## config.mk

```make
export PLATFORM = sky130hd
export DESIGN_NAME = lsuTop
export DESIGN_NICKNAME = d
export VERILOG_FILES = /design/src/rtl/lsuTypesPkg.sv /design/src/rtl/busPkg.sv /design/src/rtl/creditFifo.sv /design/src/rtl/storeFormat.sv /design/src/rtl/loadFormat.sv /design/src/rtl/lsuCtrl.sv /design/src/rtl/lsuTop.sv
export SDC_FILE = /design/constraint.sdc
export NUM_CORES = 1
export LEC_CHECK = 0
export BUFFER_PORTS_ARGS = -buffer_cell sky130_fd_sc_hd__buf_2
export CORE_MARGIN = 8
export CORE_UTILIZATION = 29
export CTS_BUF_LIST = sky130_fd_sc_hd__clkbuf_4 sky130_fd_sc_hd__clkbuf_8
export DETAILED_ROUTE_END_ITERATION = 10
export PLACE_DENSITY = 0.54
export SLEW_MARGIN = 0
export SYNTH_ARGS = -nofsm -noshare
export SYNTH_HDL_FRONTEND = slang
export SYNTH_HIERARCHICAL = 1
export SYNTH_SLANG_ARGS = --single-unit
```

## constraint.sdc

```tcl
create_clock -name clk -period 4.3 [get_ports clk]
set_clock_uncertainty 0.05 [all_clocks]
set_input_delay 0.645 -clock clk [delete_from_list [all_inputs] [get_ports clk]]
set_output_delay 0.645 -clock clk [all_outputs]
set_load 0.01 [all_outputs]
```

## src/rtl/lsuTypesPkg.sv

```systemverilog
// CPU-side width constant, access-size enum, request and response structs, byte swap function
package lsuTypesPkg;

  // Data and address width of the core side
  localparam int XLEN = 32;

  // Access size as carried by the memory-stage request
  typedef enum logic [1:0] {
    MEM_BYTE = 2'b00,
    MEM_HALF = 2'b01,
    MEM_WORD = 2'b10
  } memSize_t;

  // Request from the memory stage
  // The wdata field holds the value in its low bits, not yet moved to a lane
  typedef struct packed {
    logic            write;
    memSize_t        size;
    logic            isUnsigned;
    logic            bigEndian;
    logic [XLEN-1:0] addr;
    logic [XLEN-1:0] wdata;
  } lsuReq_t;

  // Response to the pipeline, one per request and in request order
  // Stores and misaligned accesses return rdata of zero
  typedef struct packed {
    logic            write;
    logic            loadMisaligned;
    logic            storeMisaligned;
    logic [XLEN-1:0] rdata;
  } lsuRsp_t;

  // Reverses the byte order of a word
  // The hart works little-endian inside, so big-endian data is turned around at the edge
  function automatic logic [XLEN-1:0] swapBytes(input logic [XLEN-1:0] w);
    logic [XLEN-1:0] y;
    for (int i = 0; i < XLEN / 8; i++) begin
      y[8*i +: 8] = w[XLEN-8-8*i +: 8];
    end
    return y;
  endfunction

endpackage

```

## src/rtl/busPkg.sv

```systemverilog
// Data bus word constants and the bus request and response structs
package busPkg;

  // One bus beat carries one 32-bit word
  localparam int BUS_DATA_W     = 32;
  localparam int BYTES_PER_WORD = 4;

  // Low address bits that pick a byte inside the word
  localparam int BYTE_OFFSET_W  = $clog2(BYTES_PER_WORD);

  // The bus is addressed in words, so the byte offset bits are dropped
  localparam int BUS_ADDR_W     = 32 - BYTE_OFFSET_W;

  // Request beat toward the data memory
  // Loads carry a mask too, but the memory only looks at it for writes
  typedef struct packed {
    logic                      write;
    logic [BUS_ADDR_W-1:0]     wordAddr;
    logic [BYTES_PER_WORD-1:0] byteMask;
    logic [BUS_DATA_W-1:0]     wdata;
  } busReq_t;

  // Response beat from the data memory
  // Every request gets one, stores included, whose data is a don't-care
  typedef struct packed {
    logic [BUS_DATA_W-1:0] rdata;
  } busRsp_t;

endpackage

```

## src/rtl/creditFifo.sv

```systemverilog
// Credit-returning receive queue module with a type-parameterized payload
`timescale 1ns/1ns

module creditFifo #(
  parameter int  DEPTH     = 4,
  parameter type PAYLOAD_T = logic [31:0]
) (
  input  logic     clk,
  input  logic     rst,
  input  logic     pushValid,
  input  PAYLOAD_T pushData,
  input  logic     pop,
  output logic     empty,
  output PAYLOAD_T headData,
  output logic     credit
);

  localparam int PTR_W = (DEPTH > 1) ? $clog2(DEPTH) : 1;
  localparam int CNT_W = $clog2(DEPTH + 1);

  // Circular buffer with its read and write pointers and occupancy count
  PAYLOAD_T         mem [DEPTH];
  logic [PTR_W-1:0] wrPtr;
  logic [PTR_W-1:0] rdPtr;
  logic [CNT_W-1:0] count;
  logic             full;

  assign empty    = (count == '0);
  assign full     = (count == CNT_W'(DEPTH));
  // The head is visible right after the edge that wrote it
  assign headData = mem[rdPtr];

  always_ff @(posedge clk) begin
    if (pushValid) begin
      mem[wrPtr] <= pushData;
    end
  end

  always_ff @(posedge clk) begin
    if (rst) begin
      wrPtr  <= '0;
      rdPtr  <= '0;
      count  <= '0;
      credit <= 1'b0;
    end else begin
      // Pointers wrap by compare so any depth works
      if (pushValid) begin
        wrPtr <= (wrPtr == PTR_W'(DEPTH - 1)) ? '0 : wrPtr + 1'b1;
      end
      if (pop) begin
        rdPtr <= (rdPtr == PTR_W'(DEPTH - 1)) ? '0 : rdPtr + 1'b1;
      end
      case ({pushValid, pop})
        2'b10:   count <= count + 1'b1;
        2'b01:   count <= count - 1'b1;
        default: count <= count;
      endcase
      // One credit goes back for every freed slot, one cycle after the pop
      credit <= pop;
    end
  end

  // The sender starts with DEPTH credits and spends one per push, so it
  // never overruns us, and the consumer only pops what it sees at the head
  pushPopLegal: assert property (@(posedge clk) disable iff (rst)
    !(pushValid && full) && !(pop && empty));

endmodule

```

## src/rtl/storeFormat.sv

```systemverilog
// Store formatter module with misalignment check, byte mask, lane replication and endian swap
`timescale 1ns/1ns

module storeFormat (
  input  lsuTypesPkg::lsuReq_t req,
  output busPkg::busReq_t      busReq,
  output logic                 misaligned
);

  import lsuTypesPkg::*;
  import busPkg::*;

  logic [BYTE_OFFSET_W-1:0]  offset;
  logic [BYTES_PER_WORD-1:0] mask;
  logic [BUS_DATA_W-1:0]     laneData;

  assign offset = req.addr[BYTE_OFFSET_W-1:0];

  ////////////////////////////////////////////////////////////////////////////
  // Subword write path
  ////////////////////////////////////////////////////////////////////////////

  always_comb begin
    case (req.size)
      MEM_BYTE: begin
        // A byte can sit anywhere in the word
        misaligned = 1'b0;
        mask       = BYTES_PER_WORD'(1) << offset;
        laneData   = {4{req.wdata[7:0]}};
      end
      MEM_HALF: begin
        // Halves live on even addresses only
        misaligned = offset[0];
        mask       = BYTES_PER_WORD'(2'b11) << {offset[1], 1'b0};
        laneData   = {2{req.wdata[15:0]}};
      end
      default: begin
        // Word access, and the unused size code is treated the same way
        misaligned = (offset != '0);
        mask       = '1;
        laneData   = req.wdata;
      end
    endcase
  end

  // The data is copied into every lane, so the mask alone decides which
  // bytes land in memory
  // Swapping the replicated word keeps the bytes of a half or word in
  // big-endian order while the mask still follows the byte address
  always_comb begin
    busReq.write    = req.write;
    busReq.wordAddr = req.addr[XLEN-1:BYTE_OFFSET_W];
    busReq.byteMask = mask;
    busReq.wdata    = req.bigEndian ? swapBytes(laneData) : laneData;
  end

endmodule

```

## src/rtl/loadFormat.sv

```systemverilog
// Load formatter module with endian swap, lane select and sign or zero extension
`timescale 1ns/1ns

module loadFormat (
  input  logic [lsuTypesPkg::XLEN-1:0] word,
  input  logic [1:0]                   offset,
  input  lsuTypesPkg::memSize_t        size,
  input  logic                         isUnsigned,
  input  logic                         bigEndian,
  output logic [lsuTypesPkg::XLEN-1:0] rdata
);

  import lsuTypesPkg::*;

  logic [XLEN-1:0] swapped;
  logic [1:0]      lane;
  logic [7:0]      byteSel;
  logic [15:0]     halfSel;
  logic            signBit;

  // Bring a big-endian word into little-endian order first
  assign swapped = bigEndian ? swapBytes(word) : word;

  // After the swap the addressed byte sits in the mirrored lane
  // Inverting the offset finds it for bytes, and bit 1 of the same value
  // picks the right half
  assign lane = bigEndian ? ~offset : offset;

  assign byteSel = swapped[8*lane +: 8];
  assign halfSel = lane[1] ? swapped[31:16] : swapped[15:0];

  ////////////////////////////////////////////////////////////////////////////
  // Extension
  ////////////////////////////////////////////////////////////////////////////

  always_comb begin
    case (size)
      MEM_BYTE: begin
        signBit = byteSel[7] & ~isUnsigned;
        rdata   = {{24{signBit}}, byteSel};
      end
      MEM_HALF: begin
        signBit = halfSel[15] & ~isUnsigned;
        rdata   = {{16{signBit}}, halfSel};
      end
      default: begin
        // Whole words pass through, there is nothing to extend
        signBit = 1'b0;
        rdata   = swapped;
      end
    endcase
  end

endmodule

```

## src/rtl/lsuCtrl.sv

```systemverilog
// Load/store controller module with bus credit counter, pending-access queue and response register
`timescale 1ns/1ns

module lsuCtrl #(
  parameter int BUS_CREDITS = 4
) (
  input  logic                         clk,
  input  logic                         rst,
  input  logic                         reqEmpty,
  input  lsuTypesPkg::lsuReq_t         req,
  input  logic                         misaligned,
  input  logic                         busReqCredit,
  input  logic                         rspEmpty,
  input  logic [lsuTypesPkg::XLEN-1:0] busWord,
  input  logic [lsuTypesPkg::XLEN-1:0] loadData,
  output logic                         reqPop,
  output logic                         busReqValid,
  output logic                         rspPop,
  output logic [1:0]                   pendOffset,
  output lsuTypesPkg::memSize_t        pendSize,
  output logic                         pendUnsigned,
  output logic                         pendBigEndian,
  output logic                         rspValid,
  output lsuTypesPkg::lsuRsp_t         rsp
);

  import lsuTypesPkg::*;

  localparam int CNT_W = $clog2(BUS_CREDITS + 1);
  localparam int PTR_W = (BUS_CREDITS > 1) ? $clog2(BUS_CREDITS) : 1;

  // What the retire side must remember about each popped request
  typedef struct packed {
    logic       write;
    memSize_t   size;
    logic       isUnsigned;
    logic       bigEndian;
    logic [1:0] offset;
    logic       loadMisaligned;
    logic       storeMisaligned;
  } pendEntry_t;

  pendEntry_t       pendMem [BUS_CREDITS];
  pendEntry_t       pendNew;
  pendEntry_t       pendHead;
  logic [PTR_W-1:0] pendWrPtr;
  logic [PTR_W-1:0] pendRdPtr;
  logic [CNT_W-1:0] pendCount;
  logic             pendEmpty;
  logic             pendFull;
  logic [CNT_W-1:0] creditCnt;
  logic [CNT_W-1:0] accessCnt;
  logic             headFault;
  logic             retire;

  ////////////////////////////////////////////////////////////////////////////
  // Issue side
  ////////////////////////////////////////////////////////////////////////////

  assign pendEmpty = (pendCount == '0);
  assign pendFull  = (pendCount == CNT_W'(BUS_CREDITS));

  // A faulting request needs only a pending slot since it never goes out
  // An aligned one also needs a bus credit, and both go in the same cycle
  assign reqPop      = !reqEmpty && !pendFull && (misaligned || creditCnt != '0);
  assign busReqValid = reqPop && !misaligned;

  always_comb begin
    pendNew.write           = req.write;
    pendNew.size            = req.size;
    pendNew.isUnsigned      = req.isUnsigned;
    pendNew.bigEndian       = req.bigEndian;
    pendNew.offset          = req.addr[1:0];
    pendNew.loadMisaligned  = misaligned && !req.write;
    pendNew.storeMisaligned = misaligned && req.write;
  end

  // Memory grants BUS_CREDITS slots at reset and hands them back one by one
  always_ff @(posedge clk) begin
    if (rst) begin
      creditCnt <= CNT_W'(BUS_CREDITS);
      accessCnt <= '0;
    end else begin
      creditCnt <= creditCnt + CNT_W'(busReqCredit) - CNT_W'(busReqValid);
      // Accesses on the bus whose response has not been consumed yet
      accessCnt <= accessCnt + CNT_W'(busReqValid) - CNT_W'(rspPop);
    end
  end

  ////////////////////////////////////////////////////////////////////////////
  // Pending queue and in-order retire
  ////////////////////////////////////////////////////////////////////////////

  always_ff @(posedge clk) begin
    if (reqPop) begin
      pendMem[pendWrPtr] <= pendNew;
    end
  end

  always_ff @(posedge clk) begin
    if (rst) begin
      pendWrPtr <= '0;
      pendRdPtr <= '0;
      pendCount <= '0;
    end else begin
      if (reqPop) begin
        pendWrPtr <= (pendWrPtr == PTR_W'(BUS_CREDITS - 1)) ? '0 : pendWrPtr + 1'b1;
      end
      if (retire) begin
        pendRdPtr <= (pendRdPtr == PTR_W'(BUS_CREDITS - 1)) ? '0 : pendRdPtr + 1'b1;
      end
      pendCount <= pendCount + CNT_W'(reqPop) - CNT_W'(retire);
    end
  end

  assign pendHead  = pendMem[pendRdPtr];
  assign headFault = pendHead.loadMisaligned || pendHead.storeMisaligned;

  // Faults leave as soon as they reach the head, accesses wait for their beat
  assign retire = !pendEmpty && (headFault || !rspEmpty);
  assign rspPop = retire && !headFault;

  // The head entry steers the load formatter
  assign pendOffset    = pendHead.offset;
  assign pendSize      = pendHead.size;
  assign pendUnsigned  = pendHead.isUnsigned;
  assign pendBigEndian = pendHead.bigEndian;

  always_ff @(posedge clk) begin
    if (rst) begin
      rspValid <= 1'b0;
    end else begin
      rspValid <= retire;
    end
  end

  // Stores and faults report zero data
  always_ff @(posedge clk) begin
    if (retire) begin
      rsp.write           <= pendHead.write;
      rsp.loadMisaligned  <= pendHead.loadMisaligned;
      rsp.storeMisaligned <= pendHead.storeMisaligned;
      rsp.rdata           <= (pendHead.write || headFault) ? '0 : loadData;
    end
  end

  // The memory must never return more credits than it was granted
  creditBound: assert property (@(posedge clk) disable iff (rst)
    creditCnt <= CNT_W'(BUS_CREDITS));

  // A beat in the response queue must belong to a request we issued
  rspOutstanding: assert property (@(posedge clk) disable iff (rst)
    !rspEmpty |-> accessCnt != '0);

  // Memory returns defined data for every load it answers
  loadWordKnown: assert property (@(posedge clk) disable iff (rst)
    (rspPop && !pendHead.write) |-> !$isunknown(busWord));

endmodule

```

## src/rtl/lsuTop.sv

```systemverilog
// Load/store unit top-level module with request and response queues, formatters and controller
`timescale 1ns/1ns

module lsuTop #(
  parameter int REQ_DEPTH   = 4,
  parameter int RSP_DEPTH   = 4,
  parameter int BUS_CREDITS = 4
) (
  input  logic                 clk,
  input  logic                 rst,
  // Memory-stage request side
  input  logic                 reqValid,
  input  lsuTypesPkg::lsuReq_t req,
  output logic                 reqCredit,
  // Pipeline response side, no back-pressure
  output logic                 rspValid,
  output lsuTypesPkg::lsuRsp_t rsp,
  // Data bus request side
  output logic                 busReqValid,
  output busPkg::busReq_t      busReq,
  input  logic                 busReqCredit,
  // Data bus response side
  input  logic                 busRspValid,
  input  busPkg::busRsp_t      busRsp,
  output logic                 busRspCredit
);

  import lsuTypesPkg::*;
  import busPkg::*;

  lsuReq_t         reqHead;
  logic            reqEmpty;
  logic            reqPop;
  logic            misaligned;
  busRsp_t         rspHead;
  logic            rspEmpty;
  logic            rspPop;
  logic [1:0]      pendOffset;
  memSize_t        pendSize;
  logic            pendUnsigned;
  logic            pendBigEndian;
  logic [XLEN-1:0] loadData;

  ////////////////////////////////////////////////////////////////////////////
  // Queues
  ////////////////////////////////////////////////////////////////////////////

  // Requests from the pipeline wait here until a slot and a credit are free
  creditFifo #(.DEPTH(REQ_DEPTH), .PAYLOAD_T(lsuReq_t)) i_reqFifo (
    .clk, .rst,
    .pushValid(reqValid), .pushData(req), .pop(reqPop),
    .empty(reqEmpty), .headData(reqHead), .credit(reqCredit));

  // Bus beats come back in order and are drained one per retired access
  creditFifo #(.DEPTH(RSP_DEPTH), .PAYLOAD_T(busRsp_t)) i_rspFifo (
    .clk, .rst,
    .pushValid(busRspValid), .pushData(busRsp), .pop(rspPop),
    .empty(rspEmpty), .headData(rspHead), .credit(busRspCredit));

  ////////////////////////////////////////////////////////////////////////////
  // Datapath and control
  ////////////////////////////////////////////////////////////////////////////

  storeFormat i_storeFormat (.req(reqHead), .busReq, .misaligned);

  loadFormat i_loadFormat (
    .word(rspHead.rdata), .offset(pendOffset), .size(pendSize),
    .isUnsigned(pendUnsigned), .bigEndian(pendBigEndian), .rdata(loadData));

  lsuCtrl #(.BUS_CREDITS(BUS_CREDITS)) i_lsuCtrl (
    .clk, .rst,
    .reqEmpty, .req(reqHead), .misaligned, .busReqCredit,
    .rspEmpty, .busWord(rspHead.rdata), .loadData,
    .reqPop, .busReqValid, .rspPop,
    .pendOffset, .pendSize, .pendUnsigned, .pendBigEndian,
    .rspValid, .rsp);

endmodule

```

==> summary.md, run 1 <==
| Metric | Value |
|---|---|
| Worst-margin pin slew | `0.913 ns` |
| Fin cells | `2398` |
| Area grow syn2layout | `16.9%` |
| Post-synth EDFFs | `475` |
| First-pass iteration count of the detailed router | `5` |
| Core Util, Final | `0.340` |
| RR Endpoint | `i_lsuCtrl/creditCnt[2]$_SDFF_PP1_` |
| Net Sw Frac | `0.338` |
| Post-Synthesis Cells | `1124` |
| Hold WS | `0.126 ns` |
| Worst-path clk slew | `0.06 ns` |
| Core Footprint | `72600 um^2` |
| Comb pwr share | `0.341` |
| Setup total negative slack | `0 ns` |
| Number of register bits inferred by synthesis | `508` |
| IO Pins | `212` |
| H-Tree Depth | `3` |
| Pre-CTS setup slack | `1.06 ns` |
| CP Launch Type | `flop` |
| Syn Std Cell Area | `21100 um^2` |
| Post-cts repair resize count | `0` |
| Initial antenna violation count | `26` |
| Inserted Clock Buffers | `88` |
| Final HPWL DP | `33.1 mm` |
| Worst EP required | `3.61 ns` |
| Max IR drop VDD | `0.331 mV` |
| Vias | `11.0k` |
| CTS tree | `built` |
| Leak | `8.43 nW` |
| Grt total ovfl | `0` |
| Flop pwr share | `0.391` |
| Period minus WS final | `3.87 ns` |
| Die Width | `286 um` |
| Sequential share of the synthesized area | `0.706` |
| Most common cell after layout, fill and taps aside | `edfxtp_1` |
| WL/cell | `20.8 um` |
| Vias in the first global route | `11.7k` |
| Post-synthesis net count | `1255` |
| Post-synth cell types | `46` |
| Die Span Y | `286 um` |
| R2r setup slk | `1.08 ns` |
| Setup slack after layout | `0.429 ns` |
| Hold Path Sink | `i_reqFifo/mem[3][35]$_DFFE_PP_` |
| CTS Hold Bufs | `0` |
| Clock Sinks | `508` |
| Root Buffer Master | `clkbuf_8` |
| Synthesized area per cell | `18.8 um^2` |
| Worst-path maximum fanout | `48` |
| Clock latency at the later pin of the worst-skew pair | `0.66 ns` |
| Worst Hold Class | `in2reg` |
| Final worst-path cycle share | `0.900` |
| Placed Cells | `2232` |
| Most frequent cells in the layout | `475 x edfxtp_1, 211 x buf_2, 115 x mux4_2` |
| Slew HR | `0.392` |
| DIE AREA | `81800 um^2` |
| Layout cells sized above 1 | `0.369` |
| Routability cong. | `0.723` |
| I/O Buffers | `211` |
| RSZ-0062 raised after global routing | `no` |
| GRT Overall Usage | `0.119` |
| Setup crit end kind | `output pin` |
| Largest net degree at the start of global routing | `53` |
| F_max | `0.258 GHz` |
| Top cell type's share of synthesized area | `0.675` |
| Endpoints failing hold | `0` |
| R2R cell count | `13` |
| Hold_sp | `req[35]` |
| Clock buffer depth | `3` |
| Status | `completed` |
| Post-synth top flop | `edfxtp_1` |
| Power Internal | `10.7 mW` |
| Crit path DAT | `3.18 ns` |
| Largest cells by area after synthesis | `edfxtp_1 67%, mux4_2 12%, dfxtp_1 3.1%` |
| Final WL | `49.8 mm` |
| 1st-iter DRT viols | `703` |
| Endpoints failing setup | `0` |
| Routed vias/inst | `4.59` |
| Remaining antenna violation count | `0` |
| Largest area contributor in the netlist | `edfxtp_1` |
| Setup Buffers After CTS | `0` |
| DRC Markers | `0` |
| CP Class | `reg2out` |
| Nets@finish | `1494` |
| Share of flip-flops with an asynchronous set or reset | `0` |
| Yosys synthesis warning count | `6` |
| Global-route wire length before repair | `74.1 mm` |
| Initial core utilization | `0.291` |
| Rows | `99` |
| Psw | `5.48 mW` |
| Max Slew Vio Count | `0` |
| Cell Pwr Density | `656 nW/um^2` |
| Hold Crit Depth | `1` |
| # Max-Cap Violations | `0` |
| Clock share of power | `0.267` |
## cell type report
class	instances	area [um^2]
antenna	8	20.0
clock buffer	116	1420
clock inverter	42	323
fill	7007	47900
inverter	28	105
multi-input combinational	495	5400
sequential	508	14900
tap	959	1200
timing repair buffer	242	1300
## power by group through the flow
stage               Sequential [mW]  Clock, mW  Combinational, mW
floorplan                      6.43          0               4.03
global placement               6.44          0               5.57
detailed placement             6.45          0               5.60
CTS                            6.36       4.52               5.63
global route                   6.40       4.72               6.08
finish                         6.34       4.33               5.53
## metal layers
| metal | part of all wire | vias to the layer above | GRT usage |
|---|---|---|---|
| met4 | 0.023 | 16 | 0.0370 |
| met2 | 0.48 | 325 | 0.194 |
| met5 | 0.0021 | - | 0 |
| met1 | 0.41 | 5577 | 0.144 |
| li1 | - | 4970 | - |
| met3 | 0.087 | 107 | 0.0478 |
## per-stage QoR
| step | cell area (um^2) | total power, mW |
|---|---|---|
| after floorplan | 21100 | 10.5 |
| after global placement | 22900 | 12.0 |
| after detailed placement | 22900 | 12.1 |
| after CTS | 24700 | 16.5 |
| after global routing | 24700 | 17.2 |
| final | 24700 | 16.2 |
## cells in the mapped netlist (all sizes together) (5+ instances only)
cell / n
a211oi: 25
a21oi: 19
a22oi: 11
and2: 46
buf: 81
clkbuf: 12
dfxtp: 33
edfxtp: 475
ha: 21
inv: 28
mux2: 12
mux2i: 53
mux4: 117
nand2: 18
nand2b: 6
nor2: 46
nor2b: 9
nor3: 23
nor3b: 7
o21ai: 24
o22ai: 25
xor2: 5
## registers in the layout (all words and copies together), names as in the netlist, 2 cells and up, named ones only
| register | count |
|---|---|
| i_lsuCtrl/creditCnt | 3 |
| i_lsuCtrl/pendCount | 3 |
| i_lsuCtrl/pendMem | 36 |
| i_lsuCtrl/pendRdPtr | 2 |
| i_lsuCtrl/pendWrPtr | 2 |
| i_lsuCtrl/rsp | 35 |
| i_reqFifo/count | 3 |
| i_reqFifo/mem | 276 |
| i_reqFifo/rdPtr | 2 |
| i_reqFifo/wrPtr | 2 |
| i_rspFifo/count | 3 |
| i_rspFifo/mem | 128 |
| i_rspFifo/rdPtr | 2 |
| i_rspFifo/wrPtr | 2 |
## how the worst max path moves through the flow
stage                     startpoint                                 to  slack (ns)
after floorplan                 flop  i_lsuCtrl/creditCnt[2]$_SDFF_PP1_        0.51
after global placement          flop  i_lsuCtrl/creditCnt[2]$_SDFF_PP1_        1.07
after detailed placement        flop  i_lsuCtrl/creditCnt[2]$_SDFF_PP1_        1.06
after CTS                       flop                         busReq[11]        0.37
after global routing            flop                         busReq[11]        0.28
final                           flop                         busReq[11]        0.43
## worst max-delay path: stages, from the launching register on
cell and delay (ns):
dfxtp_4 0.57, buf_4 0.67, mux4_2 0.40, mux2i_1 0.08, a211oi_1 0.53, buf_2 0.24
## cell families (layout without fill, tap and decap cells)
family          count (synthesis)  in the layout  synth area share
other cells                     0              8                 0
simple gates                  162            162            0.0409
mux                           182            182             0.157
flops                         508            508             0.706
buf+inv                       121            428            0.0390
compound gates                117            117            0.0375
xor+xnor                        9              9           0.00373
fa+ha+maj                      25             25            0.0162
No activity file was read; power rests on OpenSTA's default activity.
==> inputs of run 2 (changes only) <==
ABC_AREA = 1   (was unset)
CORE_ASPECT_RATIO = 2   (was unset)
==> summary.md, run 2 <==
| Metric | Value |
|---|---|
| Final instance area | `25300 um^2` |
| Vias in the first global route | `13.5k` |
| Flop pwr share | `0.345` |
| Worst-path maximum fanout | `60` |
| Slowest library cell on the worst path | `o22ai_1` |
| Max FFs per register | `276` |
| Endpoints failing hold | `0` |
| Final worst-path cycle share | `0.926` |
| Clock Sinks | `508` |
| Inserted Clock Buffers | `76` |
| Endpoints failing setup | `0` |
| CP Cell Sequence | `inv_4 > buf_4 > o21ai_0 > o22ai_1 > buf_2` |
| Most common cell after layout, fill and taps aside | `edfxtp_1` |
| Top cell type's share of synthesized area | `0.648` |
| Layout cells sized above 1 | `0.228` |
| Most frequent cells in the layout | `475 x edfxtp_1, 275 x nand2_1, 250 x nor2_1` |
| CP peak stage delay | `0.79 ns` |
| Post-synth top flop | `edfxtp_1` |
| Psw | `7.65 mW` |
| Net Sw Frac | `0.411` |
| Comb pwr share | `0.430` |
| Clock latency at the later pin of the worst-skew pair | `0.66 ns` |
| 1st-iter DRT viols | `835` |
| Slew HR | `0.316` |
| Sequential share of the synthesized area | `0.678` |
| Max IR drop VDD | `0.307 mV` |
| Core Util, Final | `0.334` |
| CP Launch Type | `flop` |
| Global-route wire length before repair | `81.6 mm` |
| F_max | `0.251 GHz` |
| Initial core utilization | `0.291` |
| IO Pins | `212` |
| Leak | `9.52 nW` |
| Yosys synthesis warning count | `6` |
| Nets@finish | `2179` |
| # Max-Cap Violations | `0` |
| Regs by FF count | `i_reqFifo/mem: 276 flops, i_rspFifo/mem: 128 flops, i_lsuCtrl/pendMem: 36 flops` |
| Power Internal | `11.0 mW` |
| Grt total ovfl | `0` |
| Status | `completed` |
| Worst-margin pin slew | `1.02 ns` |
| Routability cong. | `0.751` |
| Largest cells by area after synthesis | `edfxtp_1 65%, nand2_1 4.7%, nor2_1 4.3%` |
| Number of register bits inferred by synthesis | `508` |
| DRC Markers | `0` |
| Final HPWL DP | `34.6 mm` |
| Post-cts repair resize count | `0` |
| Synthesized area per cell | `11.8 um^2` |
| Remaining antenna violation count | `0` |
| Period minus WS final | `3.98 ns` |
| Setup Buffers After CTS | `0` |
| Area grow syn2layout | `14.7%` |
| Placed Cells | `2985` |
| Reg with most FFs | `i_reqFifo/mem` |
| Critical path buffers and inverters | `3` |
| Worst-path clk slew | `0.07 ns` |
| Core Footprint | `75500 um^2` |
| Worst Hold Class | `in2reg` |
| Largest net degree at the start of global routing | `65` |
| First-pass iteration count of the detailed router | `6` |
| DIE AREA | `85500 um^2` |
| Fillers | `7678` |
| Most instantiated library cell after synthesis | `edfxtp_1` |
| Syn Std Cell Area | `22000 um^2` |
| Vias | `14.1k` |
| CP top delay family | `buffers and inverters` |
| CP Class | `reg2out` |
| Synth top cells by count | `475 x edfxtp_1, 275 x nand2_1, 250 x nor2_1` |
| Largest area contributor in the netlist | `edfxtp_1` |
| Fin cells | `3148` |
| CTS tree | `built` |
| Die Span Y | `406 um` |
| Initial antenna violation count | `36` |
| I/O Buffers | `211` |
| Share of flip-flops with an asynchronous set or reset | `0` |
| Routed vias/inst | `4.47` |
| Max Slew Vio Count | `0` |
| Clock share of power | `0.225` |
| Final WL | `54.0 mm` |
| Worst EP required | `3.61 ns` |
| Root Buffer Master | `clkbuf_8` |
| Setup total negative slack | `0 ns` |
| CTS Hold Bufs | `0` |
| Setup slack after layout | `0.319 ns` |
| Crit path DAT | `3.29 ns` |
| Pre-CTS setup slack | `0.813 ns` |
| GRT Overall Usage | `0.124` |
| Post-synth EDFFs | `475` |
| RSZ-0062 raised after global routing | `no` |
| H-Tree Depth | `3` |
| DP Area | `23600 um^2` |
| Setup crit end kind | `output pin` |
| WL/cell | `17.1 um` |
| Post-synthesis net count | `1997` |
| Clock buffer depth | `3` |
| Post-synth cell types | `39` |
| Post-Synthesis Cells | `1866` |
| Die Width | `211 um` |
| Cell Pwr Density | `738 nW/um^2` |
| Rows | `143` |
run 2: cell count changes after synthesis, moves of 90 or more:
cell     change
o21ai_0    +148
inv_1       +90
mux4_2     -115
nand2_1    +257
o21ai_1    +102
nor2_1     +205
run 2: final timing paths:
| path | to | startpoint | depth (start not counted) | slack, ns |
|---|---|---|---|---|
| worst max-delay path | busReq[66] | flop | 5 | 0.32 |
| worst min-delay path | i_reqFifo/mem[2][26]$_DFFE_PP_ | req[26] | 1 | 0.12 |
| worst max register to register | i_lsuCtrl/creditCnt[2]$_SDFF_PP1_ | flop | 15 | 0.82 |
| worst min register to register | i_lsuCtrl/pendCount[2]$_SDFF_PP0_ | i_lsuCtrl/pendCount[1]$_SDFF_PP0_ | 1 | 0.46 |
run 2: logic make-up after synthesis:
kind of cell               count (synthesis)  share of synthesized area
buffers and inverters                    260                     0.0711
and+or+nand+nor                          663                      0.134
adders and majority gates                 25                     0.0156
xor gates and xnor gates                   3                    0.00119
AOI/OAI and AO/OA                        407                      0.100
DFF                                      508                      0.678
run 2: area by class of cell:
cell class | count | area (um^2) | share of cell area
clock inverter | 36 | 348 | 0.0138
timing repair buffer | 239 | 1320 | 0.0521
antenna | 22 | 55.1 | 0.00218
multi-input combinational | 1098 | 5570 | 0.221
tap | 1015 | 1270 | 0.0503
clock buffer | 105 | 1270 | 0.0503
inverter | 125 | 492 | 0.0195
sequential | 508 | 14900 | 0.591
run 2: stage by stage:
step | hold WS (ns) | power (mW)
5_1_grt | 0.0701 | 20.1
6_report | 0.125 | 18.6
3_3_place_gp | 0.437 | 14.6
2_1_floorplan | 0.416 | 12.8
3_5_place_dp | 0.437 | 14.7
4_1_cts | 0.0512 | 18.9
run 2: metal layers:
metal | up-vias | global-route usage | part of all wire
met3 | 95 | 0.0510 | 0.090
met5 | - | 0 | 0.0034
li1 | 6917 | - | -
met2 | 364 | 0.188 | 0.44
met4 | 28 | 0.0393 | 0.018
met1 | 6660 | 0.159 | 0.45
run 2: power by group through the flow:
stage / combinational [mW] / clock, mW / sequential (mW)
4_1_cts: 8.16 / 4.36 / 6.44
3_3_place_gp: 8.04 / 0 / 6.53
2_1_floorplan: 6.33 / 0 / 6.52
3_5_place_dp: 8.14 / 0 / 6.54
5_1_grt: 9.05 / 4.55 / 6.49
6_report: 8.02 / 4.19 / 6.42
==> inputs of run 3 (changes only) <==
clock period = 4.2 ns   (was 4.3 ns; I/O delays follow)
==> summary.md, run 3 (synthesis gave the netlist of run 2 again) <==
| Metric | Value |
|---|---|
| Status | `completed` |
| F_max | `0.258 GHz` |
| Critical path buffers and inverters | `4` |
| Post-cts repair resize count | `0` |
| Reg with most FFs | `i_reqFifo/mem` |
| Regs by FF count | `i_reqFifo/mem: 276 flops, i_rspFifo/mem: 128 flops, i_lsuCtrl/pendMem: 36 flops` |
| Max layer used | `met5` |
| CP Launch Type | `flop` |
| Met2 WL | `24.2 mm` |
| Slew HR | `0.396` |
| Comb pwr share | `0.436` |
| Final instance area | `25200 um^2` |
| Rows | `143` |
| Grt total ovfl | `0` |
| Max FFs per register | `276` |
| Leak | `9.50 nW` |
| CTS tree | `built` |
| Flop pwr share | `0.348` |
| Clock buffer depth | `3` |
| Critical Path Stages | `8` |
| Most frequent cells in the layout | `475 x edfxtp_1, 275 x nand2_1, 250 x nor2_1` |
| Psw | `7.78 mW` |
| Worst-path maximum fanout | `32` |
| Pre-CTS setup slack | `0.639 ns` |
| Inserted Clock Buffers | `76` |
| Root Buffer Master | `clkbuf_8` |
| IO Pins | `212` |
| Routability cong. | `0.738` |
| Final worst-path cycle share | `0.923` |
| Max IR drop VDD | `0.389 mV` |
| Endpoints failing setup | `0` |
| Most common cell after layout, fill and taps aside | `edfxtp_1` |
| Slowest library cell on the worst path | `clkinvlp_4` |
| Met1 wire length | `23.9 mm` |
| Largest net degree at the start of global routing | `70` |
| Layout cells sized above 1 | `0.229` |
| H-Tree Depth | `3` |
| CP dominant cell by count | `nand2_1` |
| Initial antenna violation count | `40` |
| Power Internal | `11.1 mW` |
| CP peak stage delay | `0.55 ns` |
| Remaining antenna violation count | `0` |
| CP top delay family | `buffers and inverters` |
| First-pass iteration count of the detailed router | `4` |
| R2r setup slk | `0.66 ns` |
| DRC Markers | `0` |
| I/O Buffers | `211` |
| Crit path capture | `busReq[31]` |
| Clock latency at the later pin of the worst-skew pair | `0.66 ns` |
| Setup total negative slack | `0 ns` |
| Setup crit end kind | `output pin` |
| Area grow syn2layout | `14.6%` |
| RR Endpoint | `i_lsuCtrl/creditCnt[2]$_SDFF_PP1_` |
| R2R cell count | `15` |
| Nets@finish | `2187` |
| Endpoints failing hold | `0` |
| WL/cell | `17.1 um` |
| Worst Hold Class | `in2reg` |
| Die Width | `211 um` |
| Worst-path clk slew | `0.08 ns` |
| CP Class | `reg2out` |
| Tot Pwr | `18.9 mW` |
| GRT Overall Usage | `0.124` |
| # Max-Cap Violations | `0` |
| Routed vias/inst | `4.45` |
| DIE AREA | `85500 um^2` |
| Max Slew Vio Count | `0` |
| CTS Hold Bufs | `0` |
| Vias | `14.0k` |
| Clock Sinks | `508` |
| Initial core utilization | `0.291` |
| Setup Buffers After CTS | `0` |
| Die Span Y | `406 um` |
| Crit path DAT | `3.20 ns` |
| Final HPWL DP | `35.2 mm` |
| Global-route wire length before repair | `81.8 mm` |
| DP Area | `23600 um^2` |
| Metal3 WL | `4.79 mm` |
| Period minus WS final | `3.88 ns` |
| Hold WS | `0.109 ns` |
| Net Sw Frac | `0.412` |
| Worst EP required | `3.52 ns` |
| Worst-margin pin slew | `0.906 ns` |
| Clock share of power | `0.216` |
| Core Footprint | `75500 um^2` |
| Setup slack after layout | `0.323 ns` |
| Vias in the first global route | `13.6k` |
| Cell Pwr Density | `749 nW/um^2` |
| 1st-iter DRT viols | `801` |
| Final WL | `54.0 mm` |
| Hold_sp | `req[2]` |
| CP Cell Sequence | `inv_4 > buf_4 > nor2_1 > o22ai_4 > clkinvlp_4 > nand2_1 > nand2_1 > buf_2` |
-- run 3: worst min path at each step --
| stage | end | slack [ns] | cells past startpoint |
|---|---|---|---|
| 6_report | i_reqFifo/mem[1][2]$_DFFE_PP_ | 0.11 | 1 |
| 5_1_grt | i_reqFifo/mem[1][2]$_DFFE_PP_ | 0.07 | 1 |
| 4_1_cts | i_reqFifo/mem[1][2]$_DFFE_PP_ | 0.03 | 1 |
| 3_5_place_dp | i_lsuCtrl/pendCount[2]$_SDFF_PP0_ | 0.44 | 1 |
| 3_3_place_gp | i_lsuCtrl/pendCount[2]$_SDFF_PP0_ | 0.44 | 1 |
| 2_1_floorplan | i_lsuCtrl/pendCount[2]$_SDFF_PP0_ | 0.42 | 1 |
-- run 3: cell type report --
type / count / area (um^2)
tap: 1015 / 1270
clock inverter: 35 / 277
inverter: 125 / 495
multi-input combinational: 1098 / 5570
timing repair buffer: 247 / 1370
antenna: 23 / 57.6
sequential: 508 / 14900
fill: 7689 / 50300
clock buffer: 98 / 1240
-- run 3: routing by layer --
layer  global-route usage  up-vias
met4               0.0403       28
met1                0.155     6632
li1                     -     6925
met2                0.192      344
met3               0.0527       85
met5                    0        -
-- run 3: worst reg2reg max path: cells and delay by family, from the launching register on --
family	cells	cell delay, ns
AOI/OAI and AO/OA	3	0.72
xor gates and xnor gates	1	0.16
adders and majority gates	3	0.87
buffers and inverters	3	0.35
DFF	1	0.55
and+or+nand+nor	5	0.73
-- run 3: per-stage QoR --
stage | instances | utilization
after global placement | 2993 | 0.313
final | 3149 | 0.334
after global routing | 3131 | 0.333
after detailed placement | 2993 | 0.313
after CTS | 3126 | 0.333
after floorplan | 1866 | -
-- run 3: power by group through the flow --
stage                     logic, mW  registers, mW  clock network, mW
after detailed placement       8.38           6.68                  0
after floorplan                6.48           6.67                  0
final                          8.23           6.57               4.07
after CTS                      8.40           6.58               4.23
after global placement         8.30           6.67                  0
after global routing           9.34           6.64               4.40
